$ cat src/aout_cfg.svh
/*
 * Configuration macros for the audio output path.
 * Include wherever widths, FIFO depth, PWM resolution or register
 * addresses are needed. Types built on these live in aout_pkg.
 */

`ifndef AOUT_CFG_SVH
`define AOUT_CFG_SVH

// Sample and FIFO geometry
`define AOUT_SAMPLE_W    16
`define AOUT_FIFO_AW     2
`define AOUT_FIFO_DEPTH  (1 << `AOUT_FIFO_AW)
`define AOUT_LEVEL_W     3

// Playback timing
`define AOUT_INTERVAL_W  8
`define AOUT_PWM_BITS    6

// Register map
`define AOUT_REG_ADDR_W  2
`define AOUT_ADDR_CSR    2'd0
`define AOUT_ADDR_STATUS 2'd1
`define AOUT_ADDR_FIFO   2'd2

`endif

$ cat src/aout_pkg.sv
/*
 * Shared types for the audio output path.
 * Modules refer to these by scoped name, e.g. aout_pkg::stereo_t.
 */

`include "aout_cfg.svh"

package aout_pkg;

    // One channel sample
    typedef logic [`AOUT_SAMPLE_W-1:0] sample_t;

    // Stereo word, left in the upper half
    typedef logic [2*`AOUT_SAMPLE_W-1:0] stereo_t;

    // FIFO occupancy, 0 up to the full depth
    typedef logic [`AOUT_LEVEL_W-1:0] level_t;

    // Extra PWM periods each sample is held for
    typedef logic [`AOUT_INTERVAL_W-1:0] interval_t;

    // Register port
    typedef logic [`AOUT_REG_ADDR_W-1:0] reg_addr_t;
    typedef logic [31:0] reg_data_t;

    // Duty code, also the width of the PWM period counter
    typedef logic [`AOUT_PWM_BITS-1:0] pwm_code_t;

    typedef enum logic {
        PWM_IDLE,
        PWM_PLAY
    } pwm_state_t;

endpackage

$ cat src/aout_regs.sv
/*
 * Register block for the audio output path.
 * Holds CSR, assembles STATUS reads and pushes stereo words into the
 * sample FIFO, converting signed samples to offset binary on the way.
 * Also raises the FIFO low-water interrupt.
 */

`include "aout_cfg.svh"

module aout_regs (
    input  logic                clk_sys,
    input  logic                rst_n_sys,
    input  logic                reg_wen_i,
    input  aout_pkg::reg_addr_t reg_addr_i,
    input  aout_pkg::reg_data_t reg_wdata_i,
    input  logic                fifo_full_i,
    input  aout_pkg::level_t    fifo_level_i,
    input  logic                running_i,
    output aout_pkg::reg_data_t reg_rdata_o,
    output logic                push_o,
    output aout_pkg::stereo_t   push_data_o,
    output logic                enable_o,
    output aout_pkg::interval_t interval_o,
    output logic                irq_o
);

    logic                csr_enable;
    logic                csr_signed;
    aout_pkg::interval_t csr_interval;
    aout_pkg::level_t    csr_irqlevel;
    logic                csr_wen;
    logic                fifo_wen;
    aout_pkg::sample_t   sign_flip;

    assign csr_wen  = reg_wen_i && (reg_addr_i == `AOUT_ADDR_CSR);
    assign fifo_wen = reg_wen_i && (reg_addr_i == `AOUT_ADDR_FIFO);

    // ----------------------------------------
    // Control register

    always_ff @(posedge clk_sys or negedge rst_n_sys) begin
        if (!rst_n_sys) begin
            csr_enable   <= 1'b0;
            csr_signed   <= 1'b0;
            csr_interval <= '0;
            csr_irqlevel <= '0;
        end else if (csr_wen) begin
            csr_enable   <= reg_wdata_i[0];
            csr_signed   <= reg_wdata_i[1];
            csr_interval <= reg_wdata_i[15:8];
            csr_irqlevel <= reg_wdata_i[18:16];
        end
    end

    assign enable_o   = csr_enable;
    assign interval_o = csr_interval;

    // ----------------------------------------
    // Sample push

    // Flipping the MSB of each half turns two's complement into offset binary
    assign sign_flip   = {csr_signed, {(`AOUT_SAMPLE_W-1){1'b0}}};
    assign push_data_o = reg_wdata_i ^ {sign_flip, sign_flip};

    // Writes to a full FIFO are dropped here
    assign push_o = fifo_wen && !fifo_full_i;

    // Low-water interrupt
    assign irq_o = (fifo_level_i <= csr_irqlevel);

    // ----------------------------------------
    // Read mux

    always_comb begin
        reg_rdata_o = '0;
        case (reg_addr_i)
            `AOUT_ADDR_CSR: begin
                reg_rdata_o[0]     = csr_enable;
                reg_rdata_o[1]     = csr_signed;
                reg_rdata_o[15:8]  = csr_interval;
                reg_rdata_o[18:16] = csr_irqlevel;
            end
            `AOUT_ADDR_STATUS: begin
                reg_rdata_o[0]    = fifo_full_i;
                reg_rdata_o[1]    = running_i;
                reg_rdata_o[10:8] = fifo_level_i;
            end
            default: reg_rdata_o = '0;
        endcase
    end

    // A push only happens while the FIFO level leaves room for it
    a_no_push_when_full: assert property (
        @(posedge clk_sys) disable iff (!rst_n_sys)
        push_o |-> (fifo_level_i < `AOUT_FIFO_DEPTH)
    );

endmodule

$ cat src/sample_fifo.sv
/*
 * Four-entry synchronous sample FIFO, first word fall through.
 * The head word is valid on pop_data_o whenever empty_o is low.
 * Level is the pointer difference, so push and pop together keep it.
 */

`include "aout_cfg.svh"

module sample_fifo (
    input  logic              clk_sys,
    input  logic              rst_n_sys,
    input  logic              push_i,
    input  aout_pkg::stereo_t push_data_i,
    input  logic              pop_i,
    output aout_pkg::stereo_t pop_data_o,
    output logic              empty_o,
    output logic              full_o,
    output aout_pkg::level_t  level_o
);

    localparam int AW    = `AOUT_FIFO_AW;
    localparam int DEPTH = `AOUT_FIFO_DEPTH;

    aout_pkg::stereo_t mem [DEPTH];

    // One extra bit tells full from empty
    logic [AW:0] wr_ptr;
    logic [AW:0] rd_ptr;
    logic        do_push;
    logic        do_pop;

    assign empty_o = (wr_ptr == rd_ptr);
    assign full_o  = (wr_ptr[AW] != rd_ptr[AW]) && (wr_ptr[AW-1:0] == rd_ptr[AW-1:0]);
    assign level_o = wr_ptr - rd_ptr;

    assign do_push = push_i && !full_o;
    assign do_pop  = pop_i && !empty_o;

    always_ff @(posedge clk_sys or negedge rst_n_sys) begin
        if (!rst_n_sys) begin
            wr_ptr <= '0;
            rd_ptr <= '0;
        end else begin
            if (do_push) begin
                wr_ptr <= wr_ptr + 1'b1;
            end
            if (do_pop) begin
                rd_ptr <= rd_ptr + 1'b1;
            end
        end
    end

    always_ff @(posedge clk_sys) begin
        if (do_push) begin
            mem[wr_ptr[AW-1:0]] <= push_data_i;
        end
    end

    assign pop_data_o = mem[rd_ptr[AW-1:0]];

    // The player must only pop a word it can see
    a_no_pop_when_empty: assert property (
        @(posedge clk_sys) disable iff (!rst_n_sys)
        pop_i |-> !empty_o
    );

    a_level_in_range: assert property (
        @(posedge clk_sys) disable iff (!rst_n_sys)
        level_o <= DEPTH
    );

endmodule

$ cat src/aout_pwm.sv
/*
 * Stereo PWM player.
 * Pops one stereo word, holds it for (interval + 1) PWM periods of
 * 2**AOUT_PWM_BITS cycles, then pops the next or drops back to idle.
 * Duty comes from the top bits of each offset-binary channel.
 */

`include "aout_cfg.svh"

module aout_pwm (
    input  logic                clk_sys,
    input  logic                rst_n_sys,
    input  logic                enable_i,
    input  aout_pkg::interval_t interval_i,
    input  aout_pkg::stereo_t   sample_i,
    input  logic                empty_i,
    output logic                pop_o,
    output logic                running_o,
    output logic                audio_l_o,
    output logic                audio_r_o
);

    aout_pkg::pwm_state_t state;
    aout_pkg::pwm_state_t state_nxt;
    aout_pkg::pwm_code_t  period_cnt;
    aout_pkg::pwm_code_t  period_nxt;
    aout_pkg::interval_t  rep_cnt;
    aout_pkg::interval_t  rep_nxt;
    aout_pkg::pwm_code_t  code_l;
    aout_pkg::pwm_code_t  code_r;
    aout_pkg::pwm_code_t  code_l_nxt;
    aout_pkg::pwm_code_t  code_r_nxt;
    aout_pkg::sample_t    smp_l;
    aout_pkg::sample_t    smp_r;
    logic                 sample_end;

    assign {smp_l, smp_r} = sample_i;

    // Last cycle of the last period for the current sample
    assign sample_end = (state == aout_pkg::PWM_PLAY) && (period_cnt == '1) && (rep_cnt == '0);

    assign pop_o = enable_i && !empty_i && ((state == aout_pkg::PWM_IDLE) || sample_end);

    assign running_o = (state == aout_pkg::PWM_PLAY);

    // ----------------------------------------
    // Next-state logic

    always_comb begin
        state_nxt  = state;
        period_nxt = period_cnt;
        rep_nxt    = rep_cnt;
        code_l_nxt = code_l;
        code_r_nxt = code_r;
        if (pop_o) begin
            state_nxt  = aout_pkg::PWM_PLAY;
            period_nxt = '0;
            rep_nxt    = interval_i;
            code_l_nxt = smp_l[`AOUT_SAMPLE_W-1 -: `AOUT_PWM_BITS];
            code_r_nxt = smp_r[`AOUT_SAMPLE_W-1 -: `AOUT_PWM_BITS];
        end else if (state == aout_pkg::PWM_PLAY) begin
            period_nxt = aout_pkg::pwm_code_t'(period_cnt + 1'b1);
            if (period_cnt == '1) begin
                rep_nxt = aout_pkg::interval_t'(rep_cnt - 1'b1);
            end
            if (sample_end) begin
                state_nxt = aout_pkg::PWM_IDLE;
            end
        end
    end

    // ----------------------------------------
    // Registers

    always_ff @(posedge clk_sys or negedge rst_n_sys) begin
        if (!rst_n_sys) begin
            state      <= aout_pkg::PWM_IDLE;
            period_cnt <= '0;
            rep_cnt    <= '0;
            audio_l_o  <= 1'b0;
            audio_r_o  <= 1'b0;
        end else begin
            state      <= state_nxt;
            period_cnt <= period_nxt;
            rep_cnt    <= rep_nxt;
            // Outputs line up with period_cnt in the same cycle
            audio_l_o  <= (state_nxt == aout_pkg::PWM_PLAY) && (period_nxt < code_l_nxt);
            audio_r_o  <= (state_nxt == aout_pkg::PWM_PLAY) && (period_nxt < code_r_nxt);
        end
    end

    always_ff @(posedge clk_sys) begin
        code_l <= code_l_nxt;
        code_r <= code_r_nxt;
    end

    // Idle is only entered as the period counter wraps, with both outputs low
    a_idle_outputs_low: assert property (
        @(posedge clk_sys) disable iff (!rst_n_sys)
        (state == aout_pkg::PWM_IDLE) |-> (period_cnt == '0) && !audio_l_o && !audio_r_o
    );

endmodule

$ cat src/aout_top.sv
/*
 * Audio output top level.
 * Register block feeds the sample FIFO, the PWM player drains it.
 * Everything runs on clk_sys.
 */

`include "aout_cfg.svh"

module aout_top (
    input  logic                clk_sys,
    input  logic                rst_n_sys,
    input  logic                reg_wen_i,
    input  aout_pkg::reg_addr_t reg_addr_i,
    input  aout_pkg::reg_data_t reg_wdata_i,
    output aout_pkg::reg_data_t reg_rdata_o,
    output logic                irq_o,
    output logic                audio_l_o,
    output logic                audio_r_o
);

    logic                push;
    aout_pkg::stereo_t   push_data;
    logic                pop;
    aout_pkg::stereo_t   pop_data;
    logic                fifo_empty;
    logic                fifo_full;
    aout_pkg::level_t    fifo_level;
    logic                enable;
    aout_pkg::interval_t interval;
    logic                running;

    aout_regs aout_regs_u (
        .clk_sys      (clk_sys),
        .rst_n_sys    (rst_n_sys),
        .reg_wen_i    (reg_wen_i),
        .reg_addr_i   (reg_addr_i),
        .reg_wdata_i  (reg_wdata_i),
        .fifo_full_i  (fifo_full),
        .fifo_level_i (fifo_level),
        .running_i    (running),
        .reg_rdata_o  (reg_rdata_o),
        .push_o       (push),
        .push_data_o  (push_data),
        .enable_o     (enable),
        .interval_o   (interval),
        .irq_o        (irq_o)
    );

    sample_fifo sample_fifo_u (
        .clk_sys     (clk_sys),
        .rst_n_sys   (rst_n_sys),
        .push_i      (push),
        .push_data_i (push_data),
        .pop_i       (pop),
        .pop_data_o  (pop_data),
        .empty_o     (fifo_empty),
        .full_o      (fifo_full),
        .level_o     (fifo_level)
    );

    aout_pwm aout_pwm_u (
        .clk_sys    (clk_sys),
        .rst_n_sys  (rst_n_sys),
        .enable_i   (enable),
        .interval_i (interval),
        .sample_i   (pop_data),
        .empty_i    (fifo_empty),
        .pop_o      (pop),
        .running_o  (running),
        .audio_l_o  (audio_l_o),
        .audio_r_o  (audio_r_o)
    );

endmodule

$ cat config.mk
export PLATFORM = sky130hd
export DESIGN_NAME = aout_top
export DESIGN_NICKNAME = d
export VERILOG_FILES = /design/src/aout_pkg.sv /design/src/aout_regs.sv /design/src/sample_fifo.sv /design/src/aout_pwm.sv /design/src/aout_top.sv
export VERILOG_INCLUDE_DIRS = /design/src
export SDC_FILE = /design/constraint.sdc
export NUM_CORES = 1
export LEC_CHECK = 0
export BUFFER_PORTS_ARGS = -buffer_cell sky130_fd_sc_hd__buf_2
export CORE_MARGIN = 4
export CORE_UTILIZATION = 35
export CTS_CLUSTER_SIZE = 40
export DETAILED_ROUTE_END_ITERATION = 16
export GPL_TIMING_DRIVEN = 0
export SLEW_MARGIN = 20
export SYNTH_ARGS = -nofsm -noshare
export SYNTH_HDL_FRONTEND = slang
export SYNTH_SLANG_ARGS = --single-unit
export TNS_END_PERCENT = 10
$ cat constraint.sdc
create_clock -name clk_sys -period 4.6 [get_ports clk_sys]
set_clock_uncertainty 0.05 [all_clocks]
set_input_delay 0.92 -clock clk_sys [delete_from_list [all_inputs] [get_ports clk_sys]]
set_output_delay 0.92 -clock clk_sys [all_outputs]
set_load 0.005 [all_outputs]
==> flow_metrics.tcl, run 1 <==
set metrics [dict create \
    core_region_area_sq_mm 0.0127 \
    setup-tns-final_ns 0 \
    drt-total-wl_um 9070 \
    fin_hold_ws_ns 0.409 \
    power_density_mw_per_mm2 466 \
    p_int_mw 1.71 \
    placementRows 41 \
    cts_setup_buffers 0 \
    synth_edf_count 48 \
    ir_drop_mv 0.222 \
    n_antenna_cell 0 \
    seq_area_sq_mm 0.00258 \
    ctsResizeCount 0 \
    yosys_register_bits 96 \
    worst_slew_pin_slew_ns 0.859 \
    drt_first_pass_iters 4 \
    yosys_warnings 0 \
    clock_path_buffers 2 \
    via_count 2789 \
    p_comb_share_pct 27.4 \
    grt_pass1_wl_um 14300 \
    drt_first_iter_violations 110 \
    yosysUniqueCellTypes 49 \
    io_buffers 37 \
    viasPerCell 4.73 \
    p_seq_share_pct 45.0 \
    clock_latency_ns 0.34 \
    synth_area_sq_mm 0.00458 \
    cts.clk_slew.worst_paths_ns 0.06 \
    antenna_found_initial 0 \
    cp_max_fo 10 \
    p_leak_nw 2.25 \
    die_area_sq_mm 0.0150 \
    worstSetupPathType "reg -> reg" \
    gr-usage-all-layers_pct 12.6 \
    grt_max_degree 37 \
    max_freq_mhz 247 \
    clock-sinks 96 \
    hp-class "reg -> reg" \
    setup_viol 0 \
    gp_congestion 0.799 \
    post-route-period-util_pct 88.1 \
    slew_viol_final 0 \
    start_util_pct 36.0 \
    max_cap_viol_count 0 \
    relSlewSlack_pct 42.7 \
    synth_flop_cell "edfxtp_1" \
    grt-ovfl-total 0 \
    cts_tree "yes" \
    die_x_um 122 \
    nets 474 \
    cp-end-kind "flop" \
    wire_per_inst_um 15.4 \
    fin_crit_ns 4.05 \
    rsz0062_at_grt "false" \
    synth_area_per_cell_sq_um 13.2 \
    placed_cell_area_sq_mm 0.00504 \
    root_buffer "clkbuf_16" \
    cts_hold_buffers 0 \
    syn2layout_area_growth_pct 16.0 \
    drcViolationCount 0 \
    ys_seq_area_share_pct 56.4 \
    critPathRequiredTime_ns 4.78 \
    grt_pass1_vias 2674 \
    switching_share_pct 30.7 \
    hold_violations 0 \
    multi_input_area_sq_mm 0.00176 \
    async_flop_share_pct 37.5 \
    pre_cts_ws_ns 0.499 \
    nFillCells 1242 \
    numCtsBuffers 9 \
    fin_util_pct 41.7 \
    switchingPower_uw 759 \
    htreeDepth 3 \
    syn-instance-count 347 \
    ant_nets 0 \
    final_cell_area_sq_mm 0.00531 \
    fin_ws_ns 0.546 \
    startpoint_type "flop" \
    hpwl_um 6540 \
    pin_count 72 \
    p_clk_share_pct 27.6 \
    die_h_um 122 \
    drive_gt1_share_pct 25.1 \
    outcome "finished, final reports clean" \
    arrival_ns 4.23 \
]
==> critical path, cell delays in order, from the launching register on <==
cell       delay, ns
dfrtp_1         0.50
buf_1           0.54
inv_1           0.13
ha_1            0.38
a31oi_1         0.33
and2_1          0.19
buf_6           0.16
buf_6           0.20
mux2i_1         0.31
ha_1            0.29
and3_1          0.20
a221o_1         0.30
a2111oi_2       0.35
==> layout make-up <==
class	instances	share of cell area, %
clock buffers	11	4.38
multi-input cells	213	33.2
plain buffers	31	3.89
well taps	172	4.05
repair buffers	37	3.49
clock inverters	5	0.613
inverters	25	1.77
flip-flops and latches	96	48.6
==> logic make-up (layout without fill, tap and decap cells) <==
kind of cell / after synthesis / after routing / share of synthesized area [%]
and+or+nand+nor: 80 / 80 / 8.70
DFF: 96 / 96 / 56.4
AOI/OAI and AO/OA: 34 / 34 / 6.04
xor gates and xnor gates: 13 / 13 / 2.49
buffers and inverters: 56 / 109 / 6.56
muxes: 43 / 43 / 13.0
other: 1 / 19 / 0.0820
adders and majority gates: 24 / 24 / 6.73
==> synth_stat cells (3+ instances only) <==
cell type	number	area [sq um]
inv_1	25	93.8
dfrtp_1	36	901
o21ai_0	10	50.1
clkbuf_1	5	18.8
nor3_1	5	25.0
xor2_1	7	61.3
nand4_1	3	18.8
nor2_1	19	71.3
edfxtp_1	48	1440
ha_1	23	288
nand2_1	23	86.3
a22oi_1	4	30.0
buf_4	19	143
mux2_2	10	113
buf_2	3	15.0
dfxtp_1	12	240
xnor2_1	6	52.6
and2_1	14	87.6
mux4_2	12	270
mux2i_1	21	210
nand3_1	5	25.0
==> power groups by stage <==
stage                     registers [mW]  clock network [mW]  logic, mW
final                               1.11               0.682      0.679
after global routing                1.13               0.731      0.785
after CTS                           1.11               0.700      0.690
after detailed placement            1.13                   0      0.685
after global placement              1.13                   0      0.665
after floorplan                     1.11                   0      0.501
==> registers in the layout (all words and copies together), names as in the netlist, 3 cells and up <==
register and flops:
aout_pwm_u.period_cnt 6, sample_fifo_u.mem 48, sample_fifo_u.wr_ptr 3, aout_pwm_u.rep_cnt 8
aout_regs_u.interval_o 8, aout_regs_u.csr_irqlevel 3, sample_fifo_u.rd_ptr 3, aout_pwm_u.code_r 6
aout_pwm_u.code_l 6
==> stage by stage <==
stage | power [mW] | cells
3_3_place_gp | 1.79 | 574
5_1_grt | 2.64 | 590
2_1_floorplan | 1.61 | 365
6_report | 2.47 | 590
4_1_cts | 2.50 | 590
3_5_place_dp | 1.82 | 574
==> cells in the final DEF (no fill, tap or decap), types with 3 or more instances in the layout <==
master	n
clkbuf_16	9
a22oi_1	4
nand3_1	5
dfxtp_1	12
mux2_2	10
xor2_1	7
mux2i_1	21
o21ai_0	10
clkbuf_1	7
nor3_1	5
inv_1	25
buf_4	19
dfrtp_1	36
mux4_2	12
edfxtp_1	48
ha_1	23
and2_1	14
xnor2_1	6
nand4_1	3
nor2_1	19
buf_2	40
conb_1	19
nand2_1	23
==> metal layers <==
metal | vias up | global-route usage (%) | wire length (um) | share of wire [%]
met1 | 1370 | 17.7 | 4300 | 47
met3 | 12 | 2.21 | 372 | 4.1
li1 | 1351 | - | - | -
met2 | 56 | 19.4 | 4230 | 47
met4 | 0 | 4.97 | 165 | 1.8
met5 | - | 0 | 0 | 0
==> final timing paths <==
path                                             end  slack (ns)                    start  cells after the start
hold / removal                  aout_pwm_u.code_l[0]        0.41     aout_pwm_u.code_l[0]                      2
setup / recovery                aout_pwm_u.audio_r_o        0.55  sample_fifo_u.rd_ptr[1]                     12
setup reg to reg                aout_pwm_u.audio_r_o        0.55  sample_fifo_u.rd_ptr[1]                     12
min in group asynchronous       aout_pwm_u.audio_l_o        0.62                rst_n_sys                      1
hold reg to reg                 aout_pwm_u.code_l[0]        0.41     aout_pwm_u.code_l[0]                      2
max in group asynchronous  aout_regs_u.interval_o[4]        3.35                rst_n_sys                      1
Power figures use the tool's default switching activity.
==> run 2, diff against run 1 <==
--- a/config.mk
+++ b/config.mk
@@ -6,11 +6,11 @@
 export SDC_FILE = /design/constraint.sdc
 export NUM_CORES = 1
 export LEC_CHECK = 0
-export BUFFER_PORTS_ARGS = -buffer_cell sky130_fd_sc_hd__buf_2
 export CORE_MARGIN = 4
 export CORE_UTILIZATION = 35
 export CTS_CLUSTER_SIZE = 40
 export DETAILED_ROUTE_END_ITERATION = 16
+export DONT_BUFFER_PORTS = 1
 export GPL_TIMING_DRIVEN = 0
 export SLEW_MARGIN = 20
 export SYNTH_ARGS = -nofsm -noshare
==> constraint.sdc (replaced) <==
create_clock -name clk_sys -period 4.6 [get_ports clk_sys]
set_clock_uncertainty 0.05 [all_clocks]
set_input_delay 0.23 -clock clk_sys [delete_from_list [all_inputs] [get_ports clk_sys]]
set_output_delay 0.23 -clock clk_sys [all_outputs]
set_load 0.005 [all_outputs]
==> run 2 against run 1 <==
  * Hold slack worse by 0.31 ns
  * First-iteration DRC count up 29%
  * Sequential power is essentially flat
  * Register-to-register slack got worse by 0.07 ns
  * Utilization rose by 0.66 points
  * Setup slack got worse by 0.075 ns
  * Critical path depth unchanged
  * Final area rose by 1.6%
  * Power grew 4.4%
  * Critical endpoint unchanged
  * Highest routed layer unchanged
==> flow_metrics.tcl, run 2 (same netlist as run 1, synthesis figures left out) <==
set metrics [dict create \
    p_comb_share_pct 25.1 \
    placementRows 41 \
    stdcell_count 573 \
    critPathRequiredTime_ns 4.78 \
    crit_family "buffers and inverters" \
    fin_util_pct 42.4 \
    hpwl_um 6530 \
    root_buffer "clkbuf_16" \
    ant_nets 0 \
    crit_path_max_incr_delay_ns 0.60 \
    drive_gt1_share_pct 17.2 \
    power_density_mw_per_mm2 479 \
    min_path_cells 1 \
    drt_first_iter_violations 142 \
    grt_pass1_wl_um 14800 \
    r2r_end "aout_pwm_u.audio_r_o" \
    clock-sinks 96 \
    cp_slowest_cell "buf_1" \
    drt_first_pass_iters 4 \
    ctsResizeCount 0 \
    placed_cells 537 \
    wire_per_inst_um 16.3 \
    p_int_mw 1.82 \
    cp-end-kind "flop" \
    largest_register_ffs 48 \
    switching_share_pct 29.4 \
    via_count 2697 \
    p_seq_share_pct 43.3 \
    setup_viol 0 \
    cts.clk_slew.worst_paths_ns 0.07 \
    r2r_slack_ns 0.47 \
    final_common_cell "edfxtp_1" \
    max_cap_viol_count 0 \
    die_x_um 122 \
    rsz0062_at_grt "false" \
    slew_viol_final 0 \
    ir_drop_mv 0.279 \
    grt_pass1_vias 2645 \
    grt_max_degree 37 \
    io_buffers 0 \
    n_antenna_cell 0 \
    layout_common_cells "edfxtp_1, dfrtp_1, inv_1" \
    cts_setup_buffers 0 \
    crit_chain "buf_1 -> inv_1 -> ha_1 -> a31oi_1 -> and2_1 -> buf_6 -> buf_6 -> mux2i_1 -> ha_1 -> and3_1 -> a221o_1 -> a2111oi_2" \
    p_clk_share_pct 31.6 \
    max_freq_mhz 242 \
    pre_cts_ws_ns 0.490 \
    hold_end "sample_fifo_u.mem[2][31]" \
    numCtsBuffers 9 \
    hp-class "in -> reg" \
    relSlewSlack_pct 42.4 \
    arrival_ns 4.31 \
    fin_ws_ns 0.471 \
    viasPerCell 4.71 \
    cts_tree "yes" \
    fin_crit_ns 4.13 \
    htreeDepth 3 \
    switchingPower_uw 759 \
    timing.rr.start "sample_fifo_u.rd_ptr[1]" \
    cp_max_fo 10 \
    nets 457 \
    antenna_found_initial 0 \
    start_util_pct 36.0 \
    hold_violations 0 \
    post-route-period-util_pct 89.8 \
    clock_latency_ns 0.34 \
    critical_path_buf_inv_count 4 \
    gp_congestion 0.836 \
    core_region_area_sq_mm 0.0127 \
    outcome "finished, final reports clean" \
    die_area_sq_mm 0.0150 \
    grt-ovfl-total 0 \
    drt-total-wl_um 9320 \
    gr-usage-all-layers_pct 13.1 \
    startpoint_type "flop" \
    die_h_um 122 \
    worstSetupPathType "reg -> reg" \
    total_power_mw 2.58 \
    worst_slew_pin_slew_ns 0.865 \
    drcViolationCount 0 \
    clock_path_buffers 2 \
    syn2layout_area_growth_pct 17.9 \
    p_leak_nw 2.20 \
    cts_hold_buffers 20 \
    hp-start "reg_wdata_i[31]" \
    reg2reg_depth 12 \
    setup-tns-final_ns 0 \
    pin_count 72 \
]
[run 2: cell types whose count changed in the layout (fill, tap and decap cells not counted), sizes merged]
| cell | delta |
|---|---|
| buf | -36 |
| clkinv | -2 |
| clkbuf | +1 |
| bufinv | +2 |
| dlygate4sd3 | +19 |
| clkinvlp | -1 |
[run 2: how the worst max path moves through the flow]
| stage | from | end | slack [ns] | depth (start not counted) |
|---|---|---|---|---|
| after floorplan | sample_fifo_u.rd_ptr[1] | aout_pwm_u.audio_l_o | 1.26 | 12 |
| after CTS | sample_fifo_u.rd_ptr[1] | aout_pwm_u.audio_r_o | 0.47 | 12 |
| final | sample_fifo_u.rd_ptr[1] | aout_pwm_u.audio_r_o | 0.47 | 12 |
| after global routing | sample_fifo_u.rd_ptr[1] | aout_pwm_u.audio_r_o | 0.18 | 12 |
| after detailed placement | sample_fifo_u.rd_ptr[1] | aout_pwm_u.audio_r_o | 0.49 | 12 |
| after global placement | sample_fifo_u.rd_ptr[1] | aout_pwm_u.audio_l_o | 0.50 | 12 |
[run 2: per-stage QoR]
| step | instance area, sq um | hold WS [ns] |
|---|---|---|
| CTS | 5390 | 0.0965 |
| global placement | 4860 | -0.114 |
| detailed placement | 4860 | -0.113 |
| finish | 5390 | 0.102 |
| global route | 5390 | 0.104 |
| floorplan | 4640 | -0.116 |
[run 2: layout make-up]
class / count / area (sq um)
timing repair buffer: 20 / 210
tap: 172 / 215
buffer: 31 / 206
clock inverter: 4 / 77.6
inverter: 25 / 93.8
fill: 1209 / 7330
multi-input combinational: 213 / 1760
sequential: 96 / 2580
clock buffer: 12 / 246
[run 2: layer usage]
metal  vias up  GRT usage [%]  wire length (um)
met5         -              0                 0
met3         7           1.71               373
met2        58           21.1              4600
met1      1328           17.8              4240
met4         0           6.09               112
li1       1304              -                 -
[run 2: worst reg2reg max path, stage by stage, from the launching register on]
cell       delay [ns]
dfrtp_1          0.51
buf_1            0.60
inv_1            0.13
ha_1             0.37
a31oi_1          0.34
and2_1           0.20
buf_6            0.17
buf_6            0.20
mux2i_1          0.29
ha_1             0.29
and3_1           0.20
a221o_1          0.31
a2111oi_2        0.36
[run 2: power groups by stage]
stage               Clock [mW]  Combinational (mW)  Sequential, mW
finish                   0.816               0.649            1.12
global route             0.869               0.758            1.13
CTS                      0.829               0.660            1.12
detailed placement           0               0.628            1.14
global placement             0               0.613            1.13
floorplan                    0               0.501            1.11
